<file path="src/hw/sm3Pkg.sv">
package sm3Pkg;

	////////////////////
	// Types

	typedef logic [31:0] wordT;

	// Word 0 sits in the top 32 bits
	typedef wordT [0:15] blockT;

	// Field a is the top word so the struct maps onto a chaining value
	typedef struct packed {
		wordT a;
		wordT b;
		wordT c;
		wordT d;
		wordT e;
		wordT f;
		wordT g;
		wordT h;
	} stateT;

	typedef logic [5:0] roundIdxT;

	typedef struct packed {
		logic     load;
		logic     advance;
		roundIdxT round;
	} roundStepT;

	////////////////////
	// Constants

	localparam int numRounds = 64;

	// Boundary between the two boolean and constant regimes
	localparam int lowRounds = 16;

	localparam wordT tLow  = 32'h79cc4519;
	localparam wordT tHigh = 32'h7a879d8a;

	////////////////////
	// Helpers

	// Shift by 32 yields zero, so n of 0 returns x unchanged
	function automatic wordT rotl(input wordT x, input logic [4:0] n);
		return (x << n) | (x >> (6'd32 - {1'b0, n}));
	endfunction

	function automatic wordT p0(input wordT x);
		return x ^ rotl(x, 5'd9) ^ rotl(x, 5'd17);
	endfunction

	function automatic wordT p1(input wordT x);
		return x ^ rotl(x, 5'd15) ^ rotl(x, 5'd23);
	endfunction

	// Parity early, majority late
	function automatic wordT ff(
		input wordT     x,
		input wordT     y,
		input wordT     z,
		input roundIdxT round
	);
		if (round < lowRounds) begin
			return x ^ y ^ z;
		end
		return (x & y) | (x & z) | (y & z);
	endfunction

	// Parity early, choose late
	function automatic wordT gg(
		input wordT     x,
		input wordT     y,
		input wordT     z,
		input roundIdxT round
	);
		if (round < lowRounds) begin
			return x ^ y ^ z;
		end
		return (x & y) | (~x & z);
	endfunction

endpackage

</file>
<file path="src/hw/sm3RoundCtrl.sv">
module sm3RoundCtrl (
	input  logic              clk,
	input  logic              enable,
	input  logic              start,
	output sm3Pkg::roundStepT step,
	output logic              busy,
	output logic              finish,
	output logic              done
);

	logic             advancing;
	logic             accept;
	logic             lastRound;
	sm3Pkg::roundIdxT roundCnt;

	// New block only taken while idle
	assign accept = start & ~busy;

	assign lastRound = roundCnt == sm3Pkg::roundIdxT'(sm3Pkg::numRounds - 1);

	// Rounds are over but the digest is not yet out
	assign finish = busy & ~advancing;

	// Load acts at the accepting edge, rounds at the edges after it
	assign step = '{load: accept, advance: advancing, round: roundCnt};

	always_ff @(posedge clk or posedge enable) begin
		if (enable) begin
			busy      <= 1'b0;
			advancing <= 1'b0;
			roundCnt  <= '0;
			done      <= 1'b0;
		end else begin
			// Lands with the final XOR in chainOut
			done <= finish;
			if (accept) begin
				busy      <= 1'b1;
				advancing <= 1'b1;
				roundCnt  <= '0;
			end else if (advancing) begin
				roundCnt <= roundCnt + 1'b1;
				if (lastRound) begin
					advancing <= 1'b0;
				end
			end else if (finish) begin
				busy <= 1'b0;
			end
		end
	end

	////////////////////
	// Checks

	loadNotAdvance: assert property (@(posedge clk) disable iff (enable)
		!(step.load && step.advance));

	// Done seen 65 cycles after the accepting edge
	loadToDone: assert property (@(posedge clk) disable iff (enable)
		step.load |-> ##(sm3Pkg::numRounds + 2) done);

endmodule

</file>
<file path="src/hw/sm3MsgExpand.sv">
module sm3MsgExpand (
	input  logic              clk,
	input  logic              enable,
	input  sm3Pkg::roundStepT step,
	input  sm3Pkg::blockT     block,
	output sm3Pkg::wordT      wj,
	output sm3Pkg::wordT      wjPrime
);

	// Holds W[j] to W[j+15] with W[j] in slot 0
	sm3Pkg::blockT window;

	sm3Pkg::wordT mix;
	sm3Pkg::wordT nextWord;

	////////////////////
	// Expansion

	// W[j+16] from slots 0, 3, 7, 10 and 13
	always_comb begin
		mix      = window[0] ^ window[7] ^ sm3Pkg::rotl(window[13], 5'd15);
		nextWord = sm3Pkg::p1(mix) ^ sm3Pkg::rotl(window[3], 5'd7) ^ window[10];
	end

	always_ff @(posedge clk) begin
		if (step.load) begin
			window <= block;
		end else if (step.advance) begin
			window <= {window[1:15], nextWord};
		end
	end

	// W'[j] needs W[j+4], still inside the window
	assign wj      = window[0];
	assign wjPrime = window[0] ^ window[4];

	////////////////////
	// Checks

	// No shift on the load edge and the fresh window is first used by round 0
	loadThenRoundZero: assert property (@(posedge clk) disable iff (enable)
		step.load |-> !step.advance ##1 (step.advance && step.round == '0));

endmodule

</file>
<file path="src/hw/sm3RoundState.sv">
module sm3RoundState (
	input  logic              clk,
	input  logic              enable,
	input  sm3Pkg::roundStepT step,
	input  logic              finish,
	input  sm3Pkg::stateT     chainIn,
	input  sm3Pkg::wordT      wj,
	input  sm3Pkg::wordT      wjPrime,
	output sm3Pkg::stateT     chainOut
);

	sm3Pkg::stateT st;
	sm3Pkg::stateT savedChain;
	sm3Pkg::stateT nextSt;

	sm3Pkg::wordT tj;
	sm3Pkg::wordT a12;
	sm3Pkg::wordT ss1;
	sm3Pkg::wordT ss2;
	sm3Pkg::wordT tt1;
	sm3Pkg::wordT tt2;

	////////////////////
	// Round logic

	// Constant rotated by j mod 32
	always_comb begin
		if (step.round < sm3Pkg::lowRounds) begin
			tj = sm3Pkg::rotl(sm3Pkg::tLow, step.round[4:0]);
		end else begin
			tj = sm3Pkg::rotl(sm3Pkg::tHigh, step.round[4:0]);
		end
	end

	always_comb begin
		a12 = sm3Pkg::rotl(st.a, 5'd12);
		ss1 = sm3Pkg::rotl(a12 + st.e + tj, 5'd7);
		ss2 = ss1 ^ a12;
		tt1 = sm3Pkg::ff(st.a, st.b, st.c, step.round) + st.d + ss2 + wjPrime;
		tt2 = sm3Pkg::gg(st.e, st.f, st.g, step.round) + st.h + ss1 + wj;
	end

	// Two rotating shift chains, A to D and E to H
	always_comb begin
		nextSt.a = tt1;
		nextSt.b = st.a;
		nextSt.c = sm3Pkg::rotl(st.b, 5'd9);
		nextSt.d = st.c;
		nextSt.e = sm3Pkg::p0(tt2);
		nextSt.f = st.e;
		nextSt.g = sm3Pkg::rotl(st.f, 5'd19);
		nextSt.h = st.g;
	end

	////////////////////
	// Registers

	always_ff @(posedge clk) begin
		if (step.load) begin
			st         <= chainIn;
			savedChain <= chainIn;
		end else if (step.advance) begin
			st <= nextSt;
		end
	end

	// Digest held until the next completion
	always_ff @(posedge clk or posedge enable) begin
		if (enable) begin
			chainOut <= '0;
		end else if (finish) begin
			chainOut <= st ^ savedChain;
		end
	end

	////////////////////
	// Checks

	// Finish only after the last round and never with a new load
	finishAlone: assert property (@(posedge clk) disable iff (enable)
		finish |-> !step.load && !step.advance);

	finishAfterRounds: assert property (@(posedge clk) disable iff (enable)
		finish |-> $past(step.advance) && $past(step.round) == 6'd63);

endmodule

</file>
<file path="src/hw/sm3Compress.sv">
module sm3Compress (
	input  logic          clk,
	input  logic          enable,
	input  logic          start,
	input  sm3Pkg::stateT chainIn,
	input  sm3Pkg::blockT block,
	output sm3Pkg::stateT chainOut,
	output logic          busy,
	output logic          done
);

	sm3Pkg::roundStepT step;
	logic              finish;
	sm3Pkg::wordT      wj;
	sm3Pkg::wordT      wjPrime;

	// Sequencing
	sm3RoundCtrl u_ctrl (
		.clk    (clk),
		.enable (enable),
		.start  (start),
		.step   (step),
		.busy   (busy),
		.finish (finish),
		.done   (done)
	);

	// Message schedule
	sm3MsgExpand u_expand (
		.clk     (clk),
		.enable  (enable),
		.step    (step),
		.block   (block),
		.wj      (wj),
		.wjPrime (wjPrime)
	);

	// Compression datapath
	sm3RoundState u_round (
		.clk      (clk),
		.enable   (enable),
		.step     (step),
		.finish   (finish),
		.chainIn  (chainIn),
		.wj       (wj),
		.wjPrime  (wjPrime),
		.chainOut (chainOut)
	);

endmodule

</file>
<file path="config.mk">
export PLATFORM = sky130hd
export DESIGN_NAME = sm3Compress
export DESIGN_NICKNAME = d
export VERILOG_FILES = /design/src/hw/sm3Pkg.sv /design/src/hw/sm3RoundCtrl.sv /design/src/hw/sm3MsgExpand.sv /design/src/hw/sm3RoundState.sv /design/src/hw/sm3Compress.sv
export SDC_FILE = /design/constraint.sdc
export NUM_CORES = 2
export LEC_CHECK = 0
export BUFFER_PORTS_ARGS = -buffer_cell sky130_fd_sc_hd__buf_2
export CAP_MARGIN = 20
export CORE_MARGIN = 5
export CORE_UTILIZATION = 32
export DETAILED_ROUTE_END_ITERATION = 12
export PLACE_DENSITY = 0.55
export SETUP_SLACK_MARGIN = 0.2
export SYNTH_ARGS = -nofsm -noshare
export SYNTH_HDL_FRONTEND = slang
export SYNTH_SLANG_ARGS = --single-unit
</file>
<file path="constraint.sdc">
create_clock -name clk -period 43.4 [get_ports clk]
set_input_delay 4.34 -clock clk [delete_from_list [all_inputs] [get_ports clk]]
set_output_delay 4.34 -clock clk [all_outputs]
set_load 0.02 [all_outputs]
</file>
### Yosys cells after proc, flatten, opt, wreduce, memory -nomap -nowiden

Cells that the tools add are included.

* bitwise operators: 40
* add/sub/neg operators: 10
* equal/unequal tests: 2
* reduce and logical (&&, ||, !) cells: 3
* multiplexer cells: 18
* shifts and indexed selects: 4
* $lt $le $gt $ge: 1

Operators by type and width (number)
* 512-bit 2-to-1 mux: 2
* 256-bit 2-to-1 mux: 2
* 32-bit XOR: 14
* 32-bit adder: 8
* 256-bit XOR: 1
* 32-bit bitwise AND: 5
* 32-bit 2-to-1 mux: 5
* 32-bit bitwise OR: 5
* 32-bit by 15-bit bitwise OR with 32-bit output: 2
* 32-bit by 7-bit bitwise OR with 32-bit output: 2
* 32-bit by 9-bit bitwise OR with 32-bit output: 2
* 31-bit by 5-bit left shift with 32-bit output, first input constant: 2
* 31-bit by 6-bit right shift with 32-bit output, first input constant: 2
* 32-bit inverter: 1
* 32-bit by 12-bit bitwise OR with 32-bit output: 1
* 32-bit by 17-bit bitwise OR with 32-bit output: 1
* 32-bit by 19-bit bitwise OR with 32-bit output: 1
* 32-bit by 23-bit bitwise OR with 32-bit output: 1
* 6-bit 2-to-1 mux: 2
* 1-bit 2-to-1 mux: 7
* 6-bit by 1-bit adder with 6-bit output, second input constant: 1
* 6-bit equality test, second input constant: 1
* 6-bit by 5-bit less-than comparator with 1-bit output, second input constant: 1
* 6-bit by 5-bit subtractor with 6-bit output, first input constant: 1
* 5 further kinds: 8

* bits in registers: 1289

### Longest topological paths before layout

* depth after elaboration: 13
* gate-level depth with buffers: 42
* gate-level depth less buffers: 40

### Modules after synthesis

A second synthesis with hierarchy kept.

* cell total of the unflattened synthesis: 5426
* area total of the unflattened synthesis: 68396.8 um^2

By module, submodules not included
* sm3RoundState: cells each 4044, instances 1, area an instance 44219.9 um^2
* sm3MsgExpand: cells each 1342, instances 1, area an instance 23755.3 um^2
* sm3RoundCtrl: cells each 40, instances 1, area an instance 421.7 um^2

### Worst setup path before layout

Ideal clock, no wire load.

* kind: input to register
* start: in start
* end: reg u_expand.window[0] in the netlist's numbering (enable)
* buffers on the path: 3
* required time: 42122 ps
* arrival: 22325 ps
* stages on the path: 5
* path slack: 19797 ps
* cell sequence: nand2b_1 clkbuf_1 clkbuf_1 clkbuf_1 nand2b_1

* longest elaborated chain between the ends: 2

Ends and longest elaborated chain
* start: declaration: line sm3Compress.sv:4 `input logic start,`
* 1-bit bitwise AND: line sm3RoundCtrl.sv:17 `assign accept = start & ~busy;`
* 2-bit nonzero test (no source line)
* end signal: assignment: line sm3MsgExpand.sv:27 `window <= block;`
* end signal: assignment: line sm3MsgExpand.sv:29 `window <= {window[1:15], nextWord};`
* end: declaration: line sm3MsgExpand.sv:11 `sm3Pkg::blockT window;`

No other way between the ends.
A chain may end at the register's enable or synchronous reset.

### Worst setup path in the final report

* start: reg u_ctrl.roundCnt[2]
* end: reg u_round.st, in the netlist u_round.nextSt[222] (data pin)

* longest elaborated chain between the ends: 11
* elaborated cells between the ends (all ways): 19
* those cells by class: 5 x add/sub; 1 x order compare; 4 x shift; 5 x mux; 4 x bitwise

Ends and longest elaborated chain
* start: declaration: line sm3RoundCtrl.sv:14 `sm3Pkg::roundIdxT roundCnt;`
* start signal: assignment: line sm3RoundCtrl.sv:41 `roundCnt <= roundCnt + 1'b1;`
* 6-bit by 5-bit subtractor with 6-bit output: line sm3Pkg.sv:47 `return (x << n) | (x >> (6'd32 - {1'b0, n}));`
* 31-bit by 6-bit right shift with 32-bit output: line sm3Pkg.sv:47
* 32-bit bitwise OR: line sm3Pkg.sv:47
* 32-bit 2-to-1 mux: line sm3RoundState.sv:28 `if (step.round < sm3Pkg::lowRounds) begin`
* 32-bit adder: line sm3RoundState.sv:37 `ss1 = sm3Pkg::rotl(a12 + st.e + tj, 5'd7);`
* 32-bit by 7-bit bitwise OR with 32-bit output: line sm3Pkg.sv:47
* 32-bit XOR: line sm3RoundState.sv:38 `ss2 = ss1 ^ a12;`
* 32-bit adder (*) (2 in series): line sm3RoundState.sv:39 `tt1 = sm3Pkg::ff(st.a, st.b, st.c, step.round) + st.d + ss2 + wjPrime;`
* 256-bit 2-to-1 mux (*): line sm3RoundState.sv:62 `end else if (step.advance) begin`
* 256-bit 2-to-1 mux (*): line sm3RoundState.sv:59 `if (step.load) begin`
* end signal: assignment: line sm3RoundState.sv:60 `st <= chainIn;`
* end signal: assignment: line sm3RoundState.sv:63 `st <= nextSt;`
* end: declaration: line sm3RoundState.sv:12 `sm3Pkg::stateT st;`

Mark *: on every way between the ends. The rest lies on a longest branch, timed or not. The select of a mux whose other input is x is not followed.

==> out/qor.csv <==
stage,metric,value,unit
drt,post-DR wirelength/cell,28.9,um
cts,setup bufs post-CTS,0,
layout,Post-Layout Cell Count,10500,
drt,Vias per Instance,5.04,
place,post-DP HPWL,244000,um
cts,# clock sinks,1289,
job,Max-Cap Viols,0,
timing,Worst slew margin,22.9,%
yosys,"count leader, synth",nand2_1,
floorplan,chip width,470,um
yosys,sequential area share after synthesis,55.2,%
setup_path,Worst Path Max Fanout,43,
yosys,Syn Area/Cell,10.2,um2
cts,CTS tree,done,
cts,CTS Buffer Depth,3,
worst_hold_path,hold depth,2,
cts,htree depth,4,
cts,CTS Root Cell,clkbuf_16,
cts,worst skew pair latency,0.84,ns
timing,fmax,81.4,MHz
place,GP Congestion,0.942,
setup_path,CP max stage delay,0.80,ns
drt,wire length on met2,148000,um
global_route,total track usage,26.6,%
setup_path,critical path endpoint category,flip-flop,
drt,DRC viols,0,
yosys,"EDFF count, synth",1024,
layout,Syn-to-layout area delta,19.3,%
drt,DRT iter0 DRCs,5359,
worst_hold_path,hold_sp,u_round.chainOut[68]$_DFFE_PP0P_,
yosys,Synth async-reset ratio,20.6,%
yosys,Synth area leaders,"edfxtp_1, nand2_1, dfrtp_1",
floorplan,die height,470,um
drt,DRT met1 WL,127000,um
setup_path,Worst R2R Start,u_ctrl.roundCnt[2]$_DFFE_PP0P_,
yosys,synth warn,0,
global_route,GRT overflow,0,
setup_path,WP data required,44.00,ns
yosys,Synth area leader,edfxtp_1,
global_route,number of global-route vias before repair,52600,
timing,Final min period,12.28,ns
drt,Pre-Repair DR Iteration Count,5,
yosys,Commonest cells post-synth,"nand2_1, edfxtp_1, xnor2_1",
floorplan,core area,0.211,mm2
setup_path,Worst EP arrival,12.88,ns
drt,post-detailed-route count of antenna-violating nets,0,
setup_path,"setup slack, reg-to-reg",31.12,ns
setup_path,Crit Reg-Reg Endpoint,u_round.nextSt[222]$_DFFE_PP_,
timing,max-slew violation count,0,
floorplan,Die ar.,0.221,mm2
yosys,post-synthesis cell area,0.0678,mm2
place,PortBufs,1028,
place,Cells after DPL,10200,
cts,clock slew at reported path FFs,0.08,ns
setup_path,critical path class,reg -> reg,
global_route,initial antenna violation count,40,
cts,total CTS buffers,151,
floorplan,initial core utilization,32.0,%
floorplan,cell row count,169,
yosys,post-synth net total,7707,
cts,post-CTS sizing,0,
drt,met3 wire length,17700,um
yosys,#FFs+latches synth,1289,
yosys,synthesized instance count,6639,
worst_hold_path,Worst Hold End,u_round.chainOut[68]$_DFFE_PP0P_,
layout,share of cells above drive strength 1,17.6,%
setup_path,Worst Setup Start Kind,flip-flop,
setup_path,"Slowest-stage cell, CP",a31oi_1,
drt,routed via count,53100,
drt,final wirelength,304000,um
yosys,synth unique cells,77,
global_route,largest net degree at the start of global routing,226,
timing,Tcrit/Tclk final,28.3,%
timing,final hold violations,0,
timing,setup_tns,0,ns
timing,RSZ-0062 raised after global routing,no,
timing,actual slew at the worst max-slew pin,1.15,ns
drt,uppermost layer routed,met5,
run_status,outcome,"complete, no violations",
worst_hold_path,hold crit path type,reg -> reg,
global_route,global-route wire length before repair,415000,um
timing,Clock Skew,0.0633,ns
floorplan,I/O pin count,1029,
cts,hold buffers post-CTS,0,
layout,fin nets,8632,
yosys,Synth Flop Type,edfxtp_1,
yosys,post-synth top area share,45.4,%
timing,# setup viols final,0,
setup_path,length in cells of the worst reg-to-reg path,37,
## stage by stage
step | worst slack, ns | instance area (um2) | utilization [%] | hold WS (ns)
after floorplan | 19.80 | 67800 | - | 0.491
after global placement | 31.52 | 75900 | 35.9 | 0.455
after detailed placement | 31.44 | 75900 | 35.9 | 0.466
after CTS | 31.40 | 80800 | 38.2 | 0.478
after global routing | 30.64 | 80800 | 38.2 | 0.495
final | 31.12 | 80900 | 38.2 | 0.470
## kinds of logic (layout without fill, tap and decap cells)
logic type                 Yosys count  in the layout  share of synthesized area [%]
DFF                               1289           1289                           55.2
other                                0             18                              0
adders and majority gates          297            297                           7.57
muxes                               69             69                           1.05
AOI/OAI and AO/OA                  973            973                           8.32
and+or+nand+nor                   2710           2710                           15.4
buffers and inverters              598           1645                           3.31
xor gates and xnor gates           703            703                           9.15
## state kept, by name, summed over array words and instances, names as in the netlist, 6 cells and up
signal,flops
u_ctrl.roundCnt,6
u_expand.window,480
u_expand.wj,32
u_round.chainOut,256
u_round.nextSt,128
u_round.savedChain,256
u_round.st,128
## cells in the final DEF (no fill, tap or decap), drive strengths merged, types with 6 or more instances in the layout
master and n:
a211oi 26, a21boi 7, a21o 42, a21oi 187, a31o 10, a31oi 42, and3 6, buf 1089
bufinv 10, clkbuf 207, clkinv 47, dfrtp 265, diode 18, edfxtp 1024, fa 188, ha 109
inv 290, mux2 8, mux2i 60, nand2 2410, nand2b 16, nand3 25, nand4 16, nor2 173
nor2b 10, nor3 24, o211ai 24, o21a 17, o21ai 522, o21bai 15, o221ai 6, o22ai 9
o31ai 12, or2 7, xnor2 621, xor2 79
## layout make-up
| type | count | area (um2) |
|---|---|---|
| Multi-Input combinational cell | 4752 | 28200 |
| Timing Repair Buffer | 1089 | 5690 |
| Clock buffer | 207 | 4090 |
| Fill cell | 21300 | 131000 |
| Inverter | 281 | 1070 |
| Tap cell | 2821 | 3530 |
| Clock inverter | 68 | 860 |
| Sequential cell | 1289 | 37400 |
| Antenna cell | 18 | 45.0 |
## critical path: cells and delay by family, from the launching register on
| family | cells | cell delay (ns) |
|---|---|---|
| AOI/OAI and AO/OA | 17 | 4.89 |
| xor gates and xnor gates | 4 | 0.90 |
| adders and majority gates | 7 | 2.96 |
| buffers and inverters | 4 | 1.53 |
| DFF | 1 | 0.32 |
| muxes | 1 | 0.26 |
| and+or+nand+nor | 4 | 1.14 |
## how the worst max path moves through the flow
stage	startpoint	end	slack, ns	cells past startpoint
floorplan	start	u_expand.window[0]$_DFFE_PP_	19.80	5
global placement	u_ctrl.roundCnt[2]$_DFFE_PP0P_	u_round.nextSt[222]$_DFFE_PP_	31.52	38
detailed placement	u_ctrl.roundCnt[2]$_DFFE_PP0P_	u_round.nextSt[222]$_DFFE_PP_	31.44	38
CTS	u_ctrl.roundCnt[2]$_DFFE_PP0P_	u_round.nextSt[222]$_DFFE_PP_	31.40	38
global route	u_ctrl.roundCnt[2]$_DFFE_PP0P_	u_round.nextSt[222]$_DFFE_PP_	30.64	38
finish	u_ctrl.roundCnt[2]$_DFFE_PP0P_	u_round.nextSt[222]$_DFFE_PP_	31.12	37
## routing by layer
layer  vias to the layer above  global-route usage (%)
met5                         -                       0
met4                        18                    9.07
met3                       339                    3.88
met2                      2188                    45.0
met1                     26500                    34.9
li1                      24000                       -
Power is not shown: default switching activity piles up to over one toggle a cycle in this logic, so the estimate is an artifact.
